## src/hdl/ex1Consts.svh

```systemverilog
`ifndef EX1_CONSTS_SVH
`define EX1_CONSTS_SVH

// datapath widths
`define EX1_XLEN				64
`define EX1_VA_BITS				48
`define EX1_GR_ID_BITS			6
`define EX1_CR_ID_BITS			5

// register ids
`define EX1_GR_DLR				6'h10
`define EX1_GR_ZZR				6'h3F
`define EX1_CR_PC				5'h00
`define EX1_CR_ZZR				5'h1F

// SR flag positions
`define EX1_SR_T				0
`define EX1_SR_S				1

// command codes
`define EX1_UCMD_NOP			6'h00
`define EX1_UCMD_MOV_RM			6'h01
`define EX1_UCMD_MOV_MR			6'h02
`define EX1_UCMD_LEA_MR			6'h03
`define EX1_UCMD_MOV_RC			6'h04
`define EX1_UCMD_MOV_CR			6'h05
`define EX1_UCMD_MOV_IR			6'h06
`define EX1_UCMD_BRA			6'h08
`define EX1_UCMD_BSR			6'h09
`define EX1_UCMD_JMP			6'h0A
`define EX1_UCMD_JSR			6'h0B
`define EX1_UCMD_BRA_NB			6'h0C
`define EX1_UCMD_ALU3			6'h10
`define EX1_UCMD_OP_IXT			6'h1E
`define EX1_UCMD_INVOP			6'h3F

// control sub-op codes
`define EX1_IXT_NOP				6'h00
`define EX1_IXT_SLEEP			6'h01
`define EX1_IXT_BREAK			6'h02
`define EX1_IXT_CLRT			6'h04
`define EX1_IXT_SETT			6'h05
`define EX1_IXT_CLRS			6'h06
`define EX1_IXT_SETS			6'h07
`define EX1_IXT_NOTT			6'h08
`define EX1_IXT_NOTS			6'h09
`define EX1_IXT_RTE				6'h0C
`define EX1_IXT_TRAPA			6'h0D
`define EX1_IXT_SYSE			6'h0F

// immediate move variants, read from the low nibble of the ixt byte
`define EX1_IMM_LDI				4'h0
`define EX1_IMM_LDISH8			4'h1
`define EX1_IMM_LDISH16			4'h2
`define EX1_IMM_LDISH32			4'h3
`define EX1_IMM_JLDIX			4'h4

// memory op direction
`define EX1_MEM_DIR_NONE		2'b00
`define EX1_MEM_DIR_READ		2'b01
`define EX1_MEM_DIR_WRITE		2'b10
`define EX1_MEM_DIR_SPECIAL		2'b11

// memory status levels
`define EX1_MEM_OK_OK			2'b00
`define EX1_MEM_OK_HOLD			2'b01
`define EX1_MEM_OK_FAULT		2'b10
`define EX1_MEM_OK_READY		2'b11

// trap codes
`define EX1_TRAP_RTE			16'hFF00
`define EX1_TRAP_TRAPA_BASE		12'hC08
`define EX1_TRAP_SYSE_TAG		4'hE
`define EX1_EXC_ACTIVE_BIT		15

`endif

```

## src/hdl/ex1Pkg.sv

```systemverilog
`include "ex1Consts.svh"

package ex1Pkg;

	// predication condition
	typedef enum logic [1:0] {
		CC_AL = 2'd0,
		CC_NV = 2'd1,
		CC_CT = 2'd2,
		CC_CF = 2'd3
	} ccT;

	typedef enum logic [5:0] {
		UCMD_NOP    = `EX1_UCMD_NOP,
		UCMD_MOV_RM = `EX1_UCMD_MOV_RM,
		UCMD_MOV_MR = `EX1_UCMD_MOV_MR,
		UCMD_LEA_MR = `EX1_UCMD_LEA_MR,
		UCMD_MOV_RC = `EX1_UCMD_MOV_RC,
		UCMD_MOV_CR = `EX1_UCMD_MOV_CR,
		UCMD_MOV_IR = `EX1_UCMD_MOV_IR,
		UCMD_BRA    = `EX1_UCMD_BRA,
		UCMD_BSR    = `EX1_UCMD_BSR,
		UCMD_JMP    = `EX1_UCMD_JMP,
		UCMD_JSR    = `EX1_UCMD_JSR,
		UCMD_BRA_NB = `EX1_UCMD_BRA_NB,
		UCMD_ALU3   = `EX1_UCMD_ALU3,
		UCMD_OP_IXT = `EX1_UCMD_OP_IXT,
		UCMD_INVOP  = `EX1_UCMD_INVOP
	} uCmdT;

	typedef enum logic [5:0] {
		IXT_NOP   = `EX1_IXT_NOP,
		IXT_SLEEP = `EX1_IXT_SLEEP,
		IXT_BREAK = `EX1_IXT_BREAK,
		IXT_CLRT  = `EX1_IXT_CLRT,
		IXT_SETT  = `EX1_IXT_SETT,
		IXT_CLRS  = `EX1_IXT_CLRS,
		IXT_SETS  = `EX1_IXT_SETS,
		IXT_NOTT  = `EX1_IXT_NOTT,
		IXT_NOTS  = `EX1_IXT_NOTS,
		IXT_RTE   = `EX1_IXT_RTE,
		IXT_TRAPA = `EX1_IXT_TRAPA,
		IXT_SYSE  = `EX1_IXT_SYSE
	} ixtSubT;

	typedef struct packed {
		ccT   cc;
		uCmdT cmd;
	} opCmdT;

	// control view of the ixt byte
	typedef struct packed {
		logic [1:0] rsvd;
		ixtSubT     sub;
	} ixtCtrlT;

	// memory view, size is log2 of the access bytes
	typedef struct packed {
		logic [1:0] rsvdHi;
		logic [1:0] size;
		logic       rsvdLo;
		logic       zext;
		logic [1:0] mode;
	} ixtMemT;

	typedef union packed {
		ixtCtrlT ctrl;
		ixtMemT  mem;
	} opIxtU;

	// all zero is ready and idle
	typedef struct packed {
		logic [1:0] dir;
		logic       ext;
		logic [1:0] size;
	} memOpmT;

	typedef enum logic [1:0] {
		MEM_OK    = `EX1_MEM_OK_OK,
		MEM_HOLD  = `EX1_MEM_OK_HOLD,
		MEM_FAULT = `EX1_MEM_OK_FAULT,
		MEM_READY = `EX1_MEM_OK_READY
	} memOkT;

	typedef struct packed {
		logic [`EX1_GR_ID_BITS-1:0] idRm;
		logic [`EX1_XLEN-1:0]       valRs;
		logic [`EX1_XLEN-1:0]       valRt;
		logic [`EX1_XLEN-1:0]       valRm;
		logic [`EX1_XLEN-1:0]       valCRm;
	} srcOpsT;

	typedef struct packed {
		logic [`EX1_GR_ID_BITS-1:0] id;
		logic [`EX1_XLEN-1:0]       val;
	} regWriteT;

	typedef struct packed {
		logic [`EX1_CR_ID_BITS-1:0] id;
		logic [`EX1_XLEN-1:0]       val;
	} crWriteT;

	typedef struct packed {
		logic [`EX1_VA_BITS-1:0] addr;
		memOpmT                  opm;
		logic [`EX1_XLEN-1:0]    data;
	} memReqT;

	typedef struct packed {
		logic [`EX1_XLEN-1:0] srNext;
		logic [15:0]          trap;
		logic                 hold;
		logic                 recognised;
	} ctrlResT;

	typedef struct packed {
		logic regHeld;
		logic stall;
	} holdT;

endpackage

```

## src/hdl/exPredicate.sv

```systemverilog
module exPredicate (
	input  logic           clock,
	input  logic           rstN,
	input  ex1Pkg::opCmdT  opCmd,
	input  logic           srT,
	input  logic           braFlush,
	output ex1Pkg::uCmdT   effCmd
);

	logic opEnable;
	ex1Pkg::uCmdT skipCmd;

	always_comb begin
		case (opCmd.cc)
			ex1Pkg::CC_AL: opEnable = 1'b1;
			ex1Pkg::CC_NV: opEnable = 1'b0;
			ex1Pkg::CC_CT: opEnable = srT;
			ex1Pkg::CC_CF: opEnable = !srT;
			default:       opEnable = 1'b0;
		endcase
		// a flush kills whatever condition was given
		if (braFlush)
			opEnable = 1'b0;
	end

	// a skipped predicted branch must still be able to undo the fetch
	assign skipCmd = ((opCmd.cmd == ex1Pkg::UCMD_BRA) && !braFlush) ?
		ex1Pkg::UCMD_BRA_NB : ex1Pkg::UCMD_NOP;

	assign effCmd = opEnable ? opCmd.cmd : skipCmd;

	flushIsNop: assert property (@(posedge clock) disable iff (!rstN)
		braFlush |-> (effCmd == ex1Pkg::UCMD_NOP))
		else $error("flushed op did not become a NOP");

endmodule

```

## src/hdl/exAgu.sv

```systemverilog
`include "ex1Consts.svh"

module exAgu (
	input  logic [`EX1_VA_BITS-1:0] base,
	input  logic [`EX1_VA_BITS-1:0] index,
	input  logic [1:0]              scale,
	output logic [`EX1_VA_BITS-1:0] addr
);

	logic [`EX1_VA_BITS-1:0] scaledIndex;

	// index scaled by access size in bytes
	always_comb begin
		case (scale)
			2'd0: scaledIndex = index;
			2'd1: scaledIndex = {index[`EX1_VA_BITS-2:0], 1'b0};
			2'd2: scaledIndex = {index[`EX1_VA_BITS-3:0], 2'b00};
			default: scaledIndex = {index[`EX1_VA_BITS-4:0], 3'b000};
		endcase
	end

	// wraps at the virtual address width
	assign addr = base + scaledIndex;

endmodule

```

## src/hdl/exControlOps.sv

```systemverilog
`include "ex1Consts.svh"

module exControlOps (
	input  logic                       clock,
	input  logic                       rstN,
	input  ex1Pkg::ixtSubT             sub,
	input  logic [`EX1_XLEN-1:0]       srIn,
	input  logic [`EX1_XLEN-1:0]       dlrIn,
	input  logic [`EX1_GR_ID_BITS-1:0] rmId,
	input  logic                       inException,
	output ex1Pkg::ctrlResT            ctrl
);

	always_comb begin
		ctrl.srNext     = srIn;
		ctrl.trap       = 16'h0000;
		ctrl.hold       = 1'b0;
		ctrl.recognised = 1'b1;

		case (sub)
			ex1Pkg::IXT_NOP, ex1Pkg::IXT_SLEEP: begin
			end
			// stays stuck until the exception handler is running
			ex1Pkg::IXT_BREAK: begin
				ctrl.hold = !inException;
			end
			ex1Pkg::IXT_CLRT: begin
				ctrl.srNext[`EX1_SR_T] = 1'b0;
			end
			ex1Pkg::IXT_SETT: begin
				ctrl.srNext[`EX1_SR_T] = 1'b1;
			end
			ex1Pkg::IXT_CLRS: begin
				ctrl.srNext[`EX1_SR_S] = 1'b0;
			end
			ex1Pkg::IXT_SETS: begin
				ctrl.srNext[`EX1_SR_S] = 1'b1;
			end
			ex1Pkg::IXT_NOTT: begin
				ctrl.srNext[`EX1_SR_T] = !srIn[`EX1_SR_T];
			end
			ex1Pkg::IXT_NOTS: begin
				ctrl.srNext[`EX1_SR_S] = !srIn[`EX1_SR_S];
			end
			ex1Pkg::IXT_RTE: begin
				ctrl.trap = `EX1_TRAP_RTE;
			end
			// trap number rides in the low nibble of the Rm field
			ex1Pkg::IXT_TRAPA: begin
				ctrl.trap = {`EX1_TRAP_TRAPA_BASE, rmId[3:0]};
			end
			ex1Pkg::IXT_SYSE: begin
				ctrl.trap = {`EX1_TRAP_SYSE_TAG, dlrIn[11:0]};
			end
			default: begin
				ctrl.recognised = 1'b0;
				ctrl.hold       = 1'b1;
			end
		endcase
	end

	trapIsKnown: assert property (@(posedge clock) disable iff (!rstN)
		(ctrl.trap != 16'h0000) |-> ctrl.recognised)
		else $error("trap code raised by an unknown sub-op");

endmodule

```

## src/hdl/exDispatch.sv

```systemverilog
`include "ex1Consts.svh"

module exDispatch (
	input  logic                       clock,
	input  logic                       rstN,
	input  ex1Pkg::uCmdT               effCmd,
	input  ex1Pkg::opIxtU              opIxt,
	input  ex1Pkg::srcOpsT             ops,
	input  logic [32:0]                imm,
	input  logic [`EX1_VA_BITS-1:0]    pc,
	input  logic [`EX1_VA_BITS-1:0]    lrIn,
	input  logic [`EX1_XLEN-1:0]       srIn,
	input  logic [`EX1_VA_BITS-1:0]    aguAddr,
	input  ex1Pkg::ctrlResT            ctrl,
	input  logic                       preBra,
	input  ex1Pkg::memOkT              memOk,
	output ex1Pkg::regWriteT           rnWrite,
	output ex1Pkg::crWriteT            cnWrite,
	output ex1Pkg::memReqT             memReq,
	output logic [`EX1_XLEN-1:0]       srOut,
	output logic [`EX1_VA_BITS-1:0]    lrOut,
	output logic [`EX1_GR_ID_BITS-1:0] heldIdRn,
	output ex1Pkg::holdT               exHold,
	output logic [15:0]                trapCode
);

	localparam int AddrPad = `EX1_XLEN - `EX1_VA_BITS;

	logic                    doMemOp;
	ex1Pkg::memOpmT          doMemOpm;
	logic                    doBra;
	logic [`EX1_VA_BITS-1:0] braTarget;
	logic [3:0]              imMode;

	// MOV_IR variant sits in the low nibble of the memory view
	assign imMode = {opIxt.mem.rsvdLo, opIxt.mem.zext, opIxt.mem.mode};

	always_comb begin
		rnWrite.id  = `EX1_GR_ZZR;
		rnWrite.val = '0;
		cnWrite.id  = `EX1_CR_ZZR;
		cnWrite.val = '0;
		memReq.addr = aguAddr;
		memReq.opm  = '0;
		memReq.data = ops.valRm;
		srOut       = srIn;
		lrOut       = lrIn;
		heldIdRn    = `EX1_GR_ZZR;
		exHold      = '0;
		trapCode    = 16'h0000;

		doMemOp   = 1'b0;
		doMemOpm  = '0;
		doBra     = 1'b0;
		braTarget = aguAddr;

		case (effCmd)
			ex1Pkg::UCMD_NOP: begin
			end
			ex1Pkg::UCMD_LEA_MR: begin
				rnWrite.id  = ops.idRm;
				rnWrite.val = {{AddrPad{1'b0}}, aguAddr};
			end
			ex1Pkg::UCMD_MOV_RM: begin
				doMemOp  = 1'b1;
				doMemOpm = {`EX1_MEM_DIR_WRITE, opIxt.mem.zext, opIxt.mem.size};
			end
			// load result comes back later, so the target is held
			ex1Pkg::UCMD_MOV_MR: begin
				doMemOp  = 1'b1;
				doMemOpm = {`EX1_MEM_DIR_READ, opIxt.mem.zext, opIxt.mem.size};
				heldIdRn = ops.idRm;
			end
			ex1Pkg::UCMD_ALU3: begin
				heldIdRn = ops.idRm;
			end
			ex1Pkg::UCMD_MOV_RC: begin
				cnWrite.id  = ops.idRm[`EX1_CR_ID_BITS-1:0];
				cnWrite.val = ops.valRs;
			end
			ex1Pkg::UCMD_MOV_CR: begin
				rnWrite.id  = ops.idRm;
				rnWrite.val = ops.valCRm;
			end
			ex1Pkg::UCMD_MOV_IR: begin
				rnWrite.id = ops.idRm;
				case (imMode)
					`EX1_IMM_LDI:     rnWrite.val = {{(`EX1_XLEN - 33){imm[32]}}, imm};
					`EX1_IMM_LDISH8:  rnWrite.val = {ops.valRs[55:0], imm[7:0]};
					`EX1_IMM_LDISH16: rnWrite.val = {ops.valRs[47:0], imm[15:0]};
					`EX1_IMM_LDISH32: rnWrite.val = {ops.valRs[31:0], imm[31:0]};
					default:          rnWrite.val = ops.valRt;
				endcase
			end
			// predicted taken but skipped, so refetch from the next pc
			ex1Pkg::UCMD_BRA_NB: begin
				if (preBra) begin
					doBra     = 1'b1;
					braTarget = pc;
				end
			end
			ex1Pkg::UCMD_BRA: begin
				doBra = !preBra;
			end
			ex1Pkg::UCMD_BSR: begin
				lrOut = pc;
				doBra = !preBra;
			end
			ex1Pkg::UCMD_JMP: begin
				doBra     = 1'b1;
				braTarget = ops.valRs[`EX1_VA_BITS-1:0];
			end
			ex1Pkg::UCMD_JSR: begin
				lrOut     = pc;
				doBra     = 1'b1;
				braTarget = ops.valRs[`EX1_VA_BITS-1:0];
			end
			ex1Pkg::UCMD_OP_IXT: begin
				srOut        = ctrl.srNext;
				trapCode     = ctrl.trap;
				exHold.stall = ctrl.hold;
			end
			default: begin
				exHold.stall = 1'b1;
			end
		endcase

		if (doMemOp) begin
			memReq.opm = doMemOpm;
			if (memOk == ex1Pkg::MEM_HOLD)
				exHold.stall = 1'b1;
		end

		if (doBra) begin
			cnWrite.id  = `EX1_CR_PC;
			cnWrite.val = {{AddrPad{1'b0}}, braTarget};
		end

		exHold.regHeld = (heldIdRn != `EX1_GR_ZZR);
	end

	noMemWithBranch: assert property (@(posedge clock) disable iff (!rstN)
		!((memReq.opm.dir != `EX1_MEM_DIR_NONE) && (cnWrite.id == `EX1_CR_PC)))
		else $error("memory request issued together with a PC write");

endmodule

```

## src/hdl/ex1Stage.sv

```systemverilog
`include "ex1Consts.svh"

module ex1Stage (
	input  logic                       clock,
	input  logic                       rstN,
	input  ex1Pkg::opCmdT              opCmd,
	input  ex1Pkg::opIxtU              opIxt,
	input  ex1Pkg::srcOpsT             ops,
	input  logic [32:0]                imm,
	input  logic [`EX1_VA_BITS-1:0]    pc,
	input  logic [`EX1_XLEN-1:0]       srIn,
	input  logic [`EX1_XLEN-1:0]       dlrIn,
	input  logic [`EX1_VA_BITS-1:0]    lrIn,
	input  logic                       braFlush,
	input  logic                       preBra,
	input  logic                       inException,
	input  ex1Pkg::memOkT              memOk,
	output ex1Pkg::regWriteT           rnWrite,
	output ex1Pkg::crWriteT            cnWrite,
	output ex1Pkg::memReqT             memReq,
	output logic [`EX1_XLEN-1:0]       srOut,
	output logic [`EX1_VA_BITS-1:0]    lrOut,
	output logic [`EX1_GR_ID_BITS-1:0] heldIdRn,
	output ex1Pkg::holdT               exHold,
	output logic [15:0]                trapCode
);

	ex1Pkg::uCmdT            effCmd;
	logic [`EX1_VA_BITS-1:0] aguAddr;
	ex1Pkg::ctrlResT         ctrl;

	exPredicate u_predicate (
		.clock    (clock),
		.rstN     (rstN),
		.opCmd    (opCmd),
		.srT      (srIn[`EX1_SR_T]),
		.braFlush (braFlush),
		.effCmd   (effCmd)
	);

	// base from Rs, index from Rt
	exAgu u_agu (
		.base  (ops.valRs[`EX1_VA_BITS-1:0]),
		.index (ops.valRt[`EX1_VA_BITS-1:0]),
		.scale (opIxt.mem.size),
		.addr  (aguAddr)
	);

	exControlOps u_controlOps (
		.clock       (clock),
		.rstN        (rstN),
		.sub         (opIxt.ctrl.sub),
		.srIn        (srIn),
		.dlrIn       (dlrIn),
		.rmId        (ops.idRm),
		.inException (inException),
		.ctrl        (ctrl)
	);

	exDispatch u_dispatch (
		.clock    (clock),
		.rstN     (rstN),
		.effCmd   (effCmd),
		.opIxt    (opIxt),
		.ops      (ops),
		.imm      (imm),
		.pc       (pc),
		.lrIn     (lrIn),
		.srIn     (srIn),
		.aguAddr  (aguAddr),
		.ctrl     (ctrl),
		.preBra   (preBra),
		.memOk    (memOk),
		.rnWrite  (rnWrite),
		.cnWrite  (cnWrite),
		.memReq   (memReq),
		.srOut    (srOut),
		.lrOut    (lrOut),
		.heldIdRn (heldIdRn),
		.exHold   (exHold),
		.trapCode (trapCode)
	);

endmodule

```

## config.mk

```make
export PLATFORM = sky130hd
export DESIGN_NAME = ex1Stage
export DESIGN_NICKNAME = d
export VERILOG_FILES = /design/src/hdl/ex1Pkg.sv /design/src/hdl/exPredicate.sv /design/src/hdl/exAgu.sv /design/src/hdl/exControlOps.sv /design/src/hdl/exDispatch.sv /design/src/hdl/ex1Stage.sv
export VERILOG_INCLUDE_DIRS = /design/src /design/src/hdl
export SDC_FILE = /design/constraint.sdc
export NUM_CORES = 1
export LEC_CHECK = 0
export BUFFER_PORTS_ARGS = -buffer_cell sky130_fd_sc_hd__buf_2
export CORE_AREA = 2 2 368 370
export DETAILED_ROUTE_END_ITERATION = 16
export DIE_AREA = 0 0 370 372
export MAX_ROUTING_LAYER = met4
export SYNTH_ARGS = -nofsm -noshare
export SYNTH_HDL_FRONTEND = slang
export SYNTH_HIERARCHICAL = 1
export SYNTH_SLANG_ARGS = --single-unit
```

## constraint.sdc

```tcl
create_clock -name vclk -period 4.2
set_input_delay 0.21 -clock vclk [all_inputs]
set_output_delay 0.21 -clock vclk [all_outputs]
set_load 0.1 [all_outputs]
```

-- Word level (Yosys, flattened, before mapping)
Index checks and enable logic that the tools add are counted.
- word-level logic and storage cells: 81
- input bits: 542
- register bits: 0
- eq/ne operators: 35
- reduce and logical (&&, ||, !) cells: 18
- $add $sub $neg: 1
- multiplexer cells: 27
- operators by type and width (cell ; count):
    case mux 64 bit (4 select lines) ; 1
    case mux 70 bit (3 select lines) ; 1
    case mux 48 bit (3 select lines) ; 1
    2-to-1 mux 69 bit ; 2
    2-to-1 mux 48 bit ; 2
    case mux 48 bit (2 select lines) ; 1
    equality test 6 x 4 -> 1 bit, second input constant ; 11
    adder 48 bit ; 1
    case mux 16 bit (3 select lines) ; 1
    equality test 6 x 3 -> 1 bit, second input constant ; 7
    equality test 6 x 2 -> 1 bit, second input constant ; 3
    2-to-1 mux 16 bit ; 1
    OR reduction 13 bit ; 1
    equality test 6 x 1 -> 1 bit, second input constant ; 2
    equality test 6 x 5 -> 1 bit, second input constant ; 2
    zero test 6 bit ; 2
    2-to-1 mux 6 bit ; 2
    OR reduction 11 bit ; 1
    case mux 5 bit (2 select lines) ; 1
    OR reduction 2 bit ; 5
    case mux 1 bit (3 select lines) ; 3
    equality test 4 x 2 -> 1 bit, second input constant ; 2
    equality test 2 x 1 -> 1 bit, second input constant ; 3
    equality test 2 bit, second input constant ; 3
    other kinds (12) ; 22

-- Longest topological paths before layout
Gate-level depths: netlist of run 1.
- depth after elaboration: 9
- mapped depth: 16

-- By module
The synthesis of run 1 kept the hierarchy.
- modules (own cells, without submodules) (module ; cells each ; area an instance (µm²) ; times used ; sequential area each (µm²)):
    exDispatch ; 863 ; 6304.8 ; 1 ; 0.0
    exAgu ; 480 ; 4003.8 ; 1 ; 0.0
    exControlOps ; 121 ; 820.8 ; 1 ; 0.0
    exPredicate ; 13 ; 110.1 ; 1 ; 0.0

-- Least setup slack after synthesis of run 1
OpenSTA, ideal clock, no wires.
- path kind: input to output
- start: in opIxt[4] (netlist bit)
- end: out rnWrite[42] (netlist bit)
- setup slack: -0.690 ns
- stages: 15
- buffers on the path: 4
- data arrival time: 4.680 ns
- cells stage by stage: clkbuf_1 buf_1 buf_2 mux4_2 ha_1 clkbuf_1 nand2_1 o21ai_0 nor3_1 a211oi_2 a21oi_1 o31ai_1 a31o_2 xor2_1 a221o_1
- RTL lines (item ; RTL line ; text):
    from (decl) ; ex1Stage.sv:7 ; input ex1Pkg::opIxtU opIxt,
    to (decl) ; ex1Stage.sv:18 ; output ex1Pkg::regWriteT rnWrite,

==> results of run 1 <==
## metal layers
metal	wire, µm	track usage [%]
met1	54100	22.2
met2	55800	28.0
met3	14300	7.06
met4	2630	2.10
met5	0	-
## cell type report
type	count	area [µm²]	share of cell area, %
Inverter	83	312	1.46
Antenna cell	93	233	1.09
Multi-Input combinational cell	1094	9980	46.8
Tap cell	1781	2230	10.5
Timing Repair Buffer	1071	8570	40.2
## where the power goes
part           total [mW]  internal (mW)  switching (mW)
sequential              0              0               0
clock          0.00000262     0.00000262               0
combinational        5.97           2.10            3.87
## path summary, 6_finish.rpt
kind                  startpoint  cells past startpoint     endpoint  slack (ns)
worst min-delay path    ops[111]                      0   memReq[47]        0.42
worst max-delay path    opIxt[4]                     19  cnWrite[46]       -0.16
## worst max-delay path, stage by stage
cell	delay [ns]
buf_12	0.12
buf_16	0.17
mux4_2	0.56
ha_4	0.27
buf_6	0.12
and3_4	0.14
a221o_2	0.46
buf_6	0.15
buf_6	0.11
a32oi_4	0.23
a211oi_4	0.14
a21oi_4	0.23
o31ai_4	0.11
buf_4	0.17
a31oi_4	0.18
xnor2_4	0.12
a222oi_1	0.29
inv_1	0.13
buf_12	0.19
## metrics by stage
step	utilization [%]	setup TNS (ns)	hold WS (ns)	instance area (µm²)
4_1_cts	15.2	-2.42	0.421	20400
3_5_place_dp	14.7	-23.98	0.421	19700
5_1_grt	15.9	-3.71	0.420	21300
6_report	15.9	-1.30	0.420	21300
2_1_floorplan	-	0	0.632	11300
3_3_place_gp	14.7	-24.83	0.421	19700
## timing repair
action	4_1_cts	5_1_grt
pin swaps	52	53
setup endpoints to repair	70	51
setup buffers	16	25
cloned	2	0
gates resized for setup	95	100
==> impl_metrics.py, run 1 <==
metrics = {
    "floorplan": {
        "start_util_pct": 8.36,
        "fp.dieH_um": 372,
        "num_rows": 135,
        "core_um2": 134000,
        "ios": 934,
        "fp.dieArea_um2": 138000,
        "die_x_um": 370,
    },
    "routing": {
        "wl_um": 127000,
        "avgRoutedWirePerCell_um": 30.8,
        "dr.pass1.iters": 7,
        "viasPerCell": 3.88,
        "vias": 15974,
        "first_iter_violations": 1268,
        "drtAntennaViolNets": 0,
        "drcViolationCount": 0,
    },
    "synthesis": {
        "synthesis.area_um2": 11200,
        "avgSynthCellArea_um2": 7.61,
        "syn_nets": 2068,
        "netlist_instances": 1475,
        "ys.warnings.count": 6,
    },
    "global_route": {
        "grt_pass1_vias": 15301,
        "grt_max_degree": 81,
        "grt_pass1_wl_um": 158000,
        "antenna_found_initial": 161,
        "grtUsageTotal_pct": 17.9,
        "grt-ovfl-total": 0,
    },
    "cells_and_area": {
        "design.seq.count": 0,
        "final.fill_count": 15291,
        "mostFrequentLayoutCell": "buf_2",
        "drive_gt1_share_pct": 63.7,
        "seq_area_um2": 0,
        "area_growth_pct": 89.9,
        "n_clock_buffer": 0,
        "finalNonFillerCells": 4122,
        "nNetsFinal": 2843,
        "final_cell_mix": "buf_2, buf_4, buf_12",
    },
    "worst_setup_path": {
        "worst_ep_arrival_time_ns": 4.15,
        "critPathMaxFanout": 6,
        "required_ns": 3.99,
        "critPathLaunchType": "primary input",
        "critPathCaptureType": "output port",
        "crit_type": "primary input to output port",
    },
    "sta": {
        "rsz0062_at_grt": "yes",
        "setup_slack_ns": -0.157,
        "tightest_slew_ns": 0.872,
        "fmax_mhz": 230,
        "maxSlewHeadroom_pct": 41.8,
        "final_max_slew_viol_count": 0,
        "setup_viol": 17,
        "finalCriticalPeriod_ns": 4.36,
        "finalCritPeriodShare_pct": 104,
        "hold_viol_final": 0,
    },
    "run": {
        "maxCapViolations": 0,
    },
    "placed_design": {
        "preCtsSetupSlack_ns": -0.770,
        "place_inst": 3996,
        "place.gp.congestion": 0.884,
        "dpl.hpwl_um": 112000,
        "port_buffers": 750,
    },
    "status": {
        "failed_checks": "negative setup slack",
        "status": "finished, violations left",
    },
    "pwr": {
        "p_leak_nw": 9.38,
        "powerDensity_nw_per_um2": 280,
        "finalPower_mw": 5.97,
        "worst_ir_drop_vdd_mv": 0.318,
    },
    "clock_tree": {
        "cts_hold_buffers": 0,
    },
    "worst_hold_path": {
        "hp-class": "primary input to output port",
    },
}
(Power assumes the default switching activity.)
==> inputs of run 2 (changes only) <==
--- a/config.mk
+++ b/config.mk
@@ -6,10 +6,11 @@
 export SDC_FILE = /design/constraint.sdc
 export NUM_CORES = 1
 export LEC_CHECK = 0
+export ABC_AREA = 1
 export BUFFER_PORTS_ARGS = -buffer_cell sky130_fd_sc_hd__buf_2
-export CORE_AREA = 2 2 368 370
+export CORE_AREA = 2 2 359 361
 export DETAILED_ROUTE_END_ITERATION = 16
-export DIE_AREA = 0 0 370 372
+export DIE_AREA = 0 0 361 363
 export MAX_ROUTING_LAYER = met4
 export SYNTH_ARGS = -nofsm -noshare
 export SYNTH_HDL_FRONTEND = slang
==> run 2 against run 1 <==
Hold slack is essentially flat. Critical path depth grew 3. Count of clock-buffer cells in the layout is the same. Power shrank 0.56%. The flow now finishes without violations. First-iteration DRC count grew 46%. Non-clock buffer count shrank 38. Sequential cell count is the same.
==> impl_metrics.py, run 2 <==
metrics = {
    "global_route": {
        "antenna_found_initial": 78,
        "grtUsageTotal_pct": 20.5,
        "grt_max_degree": 91,
        "grt_pass1_wl_um": 177000,
        "grt-ovfl-total": 0,
        "grt_pass1_vias": 20108,
    },
    "worst_setup_path": {
        "required_ns": 3.99,
        "critPathLaunchType": "primary input",
        "critPathMaxFanout": 18,
        "crit_type": "primary input to output port",
        "critPathCaptureType": "output port",
        "worst_ep_arrival_time_ns": 3.79,
    },
    "pwr": {
        "finalPower_mw": 5.94,
        "p_leak_nw": 12.4,
        "powerDensity_nw_per_um2": 258,
        "worst_ir_drop_vdd_mv": 0.242,
    },
    "sta": {
        "hold_viol_final": 0,
        "final_max_slew_viol_count": 0,
        "setup_viol": 0,
        "setup_slack_ns": 0.205,
        "rsz0062_at_grt": "yes",
        "fmax_mhz": 250,
        "finalCriticalPeriod_ns": 4.00,
        "hold_ws_ns": 0.420,
        "tightest_slew_ns": 0.985,
        "finalCritPeriodShare_pct": 95.1,
        "maxSlewHeadroom_pct": 34.1,
    },
    "routing": {
        "first_iter_violations": 1852,
        "wl_um": 138000,
        "drtAntennaViolNets": 0,
        "dr.pass1.iters": 6,
        "viasPerCell": 4.11,
        "drcViolationCount": 0,
        "avgRoutedWirePerCell_um": 26.0,
        "vias": 21718,
    },
    "placed_design": {
        "place.gp.congestion": 0.956,
        "preCtsSetupSlack_ns": 0.0554,
        "dpl.hpwl_um": 123000,
        "port_buffers": 750,
    },
    "status": {
        "status": "finished clean",
    },
    "floorplan": {
        "fp.dieH_um": 363,
        "num_rows": 131,
        "ios": 934,
        "fp.dieArea_um2": 131000,
        "start_util_pct": 10.8,
        "die_x_um": 361,
        "core_um2": 127000,
    },
    "cells_and_area": {
        "drive_gt1_share_pct": 34.2,
        "design.seq.count": 0,
        "mostFrequentLayoutCell": "nand2_1",
        "nNetsFinal": 4164,
        "final_cell_mix": "nand2_1, buf_2, inv_1",
        "area_growth_pct": 67.0,
        "n_clock_buffer": 0,
        "seq_area_um2": 0,
    },
    "synthesis": {
        "avgSynthCellArea_um2": 4.84,
        "syn_nets": 3436,
        "synthesis.area_um2": 13800,
        "netlist_instances": 2843,
        "ys.warnings.count": 6,
    },
    "clock_tree": {
        "cts_hold_buffers": 0,
    },
    "run": {
        "maxCapViolations": 0,
    },
    "worst_hold_path": {
        "min_path_cells": 0,
        "hp-class": "primary input to output port",
    },
}
==> run 2: power by group <==
group	total [mW]	switching (mW)	internal [mW]
registers	0	0	0
clock network	0.00000133	0	0.00000133
logic	5.94	4.07	1.87
total	5.94	4.07	1.87
==> run 2: final cells by class <==
class	instances	area, µm²
Inverter	432	1630
Fill cell	14846	104000
Multi-Input combinational cell	2104	10300
Tap cell	1662	2080
Antenna cell	52	130
Timing Repair Buffer	1033	8810
==> run 2: routing by layer <==
metal	GRT usage [%]	vias up	wire length, µm
met1	28.0	10109	65000
met2	30.3	1200	57500
met5	-	-	0
li1	-	10269	-
met4	3.86	0	3120
met3	5.33	140	11900
==> run 2: repair_timing <==
| item | in CTS | in global routing |
|---|---|---|
| setup endpoints to repair | 0 | 45 |
| resized for setup | 0 | 40 |
| setup buffers | 0 | 1 |
==> run 2: through the flow <==
step / setup TNS [ns] / cell area, µm² / util, % / std cells
finish: 0 / 23000 / 18.1 / 5283
global route: -0.140 / 22900 / 18.1 / 5267
CTS: 0 / 22700 / 17.9 / 5230
detailed placement: 0 / 22700 / 17.9 / 5230
global placement: 0 / 22700 / 17.9 / 5230
floorplan: 0 / 13800 / - / 2843
==> run 2: worst paths after layout <==
kind  startpoint          end
max     opIxt[4]  rnWrite[45]
min      ops[65]    memReq[1]
==> run 2: critical path, cell delays in order <==
cell        delay [ns]
buf_2             0.15
clkinvlp_4        0.28
nand2_4           0.18
inv_2             0.06
buf_12            0.15
a221oi_1          0.24
o21ai_0           0.16
ha_1              0.39
nand2_1           0.10
buf_4             0.15
nor2_1            0.21
nand2_1           0.11
inv_1             0.06
nand2_1           0.10
nor2_1            0.12
nand2_1           0.14
nand4_1           0.13
nand2_1           0.15
buf_4             0.20
a22oi_1           0.19
nand2_1           0.12
buf_12            0.18
==> inputs of run 3 (changes only) <==
--- a/config.mk
+++ b/config.mk
@@ -12,6 +12,7 @@
 export DETAILED_ROUTE_END_ITERATION = 16
 export DIE_AREA = 0 0 361 363
 export MAX_ROUTING_LAYER = met4
+export SETUP_SLACK_MARGIN = 0.5
 export SYNTH_ARGS = -nofsm -noshare
 export SYNTH_HDL_FRONTEND = slang
 export SYNTH_HIERARCHICAL = 1
==> constraint.sdc (replaced) <==
create_clock -name vclk -period 3.58
set_input_delay 0.179 -clock vclk [all_inputs]
set_output_delay 0.179 -clock vclk [all_outputs]
set_load 0.1 [all_outputs]
==> run 3 against run 2 <==
Non-clock buffer count rose by 155. Cell area up 19%. Critical path type unchanged. Combinational power rose by 36%. Count of clock-buffer cells in the layout stayed put. Sequential cell count stayed put. Utilization is 3.4 points higher. Worst setup slack lost 0.098 ns. Final cell count is 2.8% higher. Power is 36% higher.
==> impl_metrics.py, run 3 (synthesis gave the netlist of run 2 again) <==
metrics = {
    "sta": {
        "tightest_slew_ns": 0.864,
        "setup_slack_ns": 0.107,
        "finalCritPeriodShare_pct": 97.0,
        "hold_ws_ns": 0.358,
        "hold_viol_final": 0,
        "finalCriticalPeriod_ns": 3.47,
        "rsz0062_at_grt": "yes",
        "maxSlewHeadroom_pct": 42.4,
        "setup_viol": 0,
        "final_max_slew_viol_count": 0,
        "fmax_mhz": 288,
    },
    "global_route": {
        "grtUsageTotal_pct": 21.3,
        "grt-ovfl-total": 0,
        "grt_pass1_wl_um": 185000,
        "grt_max_degree": 89,
        "grt_pass1_vias": 21065,
        "antenna_found_initial": 87,
    },
    "cells_and_area": {
        "seq_area_um2": 0,
        "nNetsFinal": 4319,
        "design.seq.count": 0,
        "area_growth_pct": 98.4,
        "n_clock_buffer": 0,
        "final_cell_mix": "nand2_1, buf_2, inv_1",
        "drive_gt1_share_pct": 45.7,
        "multi_input_area_um2": 12100,
        "final.fill_count": 14391,
        "mostFrequentLayoutCell": "nand2_1",
    },
    "pwr": {
        "worst_ir_drop_vdd_mv": 0.406,
        "combPwrFrac_pct": 100.0,
        "p_sw_mw": 5.20,
        "p_int_mw": 2.88,
        "power_frac_clock_pct": 0,
        "switching_share_pct": 64.4,
        "p_leak_nw": 14.1,
        "powerDensity_nw_per_um2": 296,
        "p_seq_share_pct": 0,
    },
    "routing": {
        "m1WireLength_um": 65000,
        "wl_met2_um": 60300,
        "dr.pass1.iters": 6,
        "drcViolationCount": 0,
        "first_iter_violations": 2241,
        "drtAntennaViolNets": 0,
        "wl_um": 144000,
        "avgRoutedWirePerCell_um": 26.6,
        "viasPerCell": 4.22,
        "vias": 22916,
        "top_layer": "met4",
        "met3_length_um": 14600,
    },
    "worst_setup_path": {
        "slowest_delay_ns": 0.28,
        "cp_common_cell": "nand2_2",
        "worst_ep_arrival_time_ns": 3.29,
        "slowest_stage": "ha_1",
        "critPathLaunchType": "primary input",
        "critPathMaxFanout": 5,
        "critPathCaptureType": "output port",
        "cp-startpoint": "opIxt[5]",
        "crit_type": "primary input to output port",
        "required_ns": 3.40,
    },
    "floorplan": {
        "fp.dieH_um": 363,
        "ios": 934,
        "core_um2": 127000,
        "fp.dieArea_um2": 131000,
        "start_util_pct": 10.8,
        "num_rows": 131,
        "die_x_um": 361,
    },
    "placed_design": {
        "place.gp.congestion": 1.05,
        "dpl.hpwl_um": 127000,
        "port_buffers": 750,
        "preCtsSetupSlack_ns": -0.673,
    },
    "clock_tree": {
        "cts_hold_buffers": 0,
    },
    "run": {
        "maxCapViolations": 0,
    },
    "worst_hold_path": {
        "hp-class": "primary input to output port",
        "hold_start": "ops[87]",
    },
    "status": {
        "status": "finished clean",
    },
}
[run 3: cell count changes in the layout (fill, tap and decap cells not counted), sizes merged]
| cell | change |
|---|---|
| clkbuf | +1 |
| clkinvlp | -1 |
| inv | -2 |
| clkinv | +3 |
| buf | +154 |
| diode | -9 |
[run 3: worst max-delay path: cells and delay by family]
family | cells | cell delay [ns]
and+or+nand+nor | 12 | 1.13
adders and majority gates | 1 | 0.28
buffers and inverters | 10 | 1.25
AOI/OAI and AO/OA | 4 | 0.42
[run 3: final timing paths]
| kind | end | slack (ns) | cells past startpoint |
|---|---|---|---|
| max | cnWrite[44] | 0.11 | 27 |
| min | memReq[23] | 0.36 | 0 |
[run 3: timing repair]
item,in CTS,in global routing
setup buffers,22,29
pin swaps,88,213
gates resized for setup,212,344
gates cloned,3,1
setup endpoints to repair,132,147
[run 3: through the flow]
stage | cell area (µm²) | std cells | total power [mW] | util [%] | TNS, ns
2_1_floorplan | 13800 | 2843 | 4.16 | - | -4.03
3_3_place_gp | 24500 | 5331 | 7.26 | 19.3 | -14.70
3_5_place_dp | 24500 | 5331 | 7.27 | 19.3 | -16.44
4_1_cts | 25600 | 5356 | 7.60 | 20.1 | 0
5_1_grt | 27300 | 5425 | 8.40 | 21.5 | -0.0381
6_report | 27300 | 5429 | 8.09 | 21.5 | 0
[run 3: power groups by stage]
stage	Clock (mW)	Combinational [mW]	Sequential, mW
global route	0.00000147	8.40	0
CTS	0	7.60	0
finish	0.00000164	8.09	0
detailed placement	0	7.27	0
global placement	0	7.26	0
floorplan	0	4.16	0
[run 3: layout make-up]
| type | instances | share of cell area (%) |
|---|---|---|
| Inverter | 432 | 6.06 |
| Antenna cell | 43 | 0.394 |
| Timing Repair Buffer | 1188 | 41.8 |
| Multi-Input combinational cell | 2104 | 44.2 |
| Tap cell | 1662 | 7.62 |
[run 3: routing by layer]
layer,track usage (%),vias up
met4,4.58,0
met1,28.6,10708
li1,-,10585
met3,6.19,208
met2,31.4,1415
met5,-,-
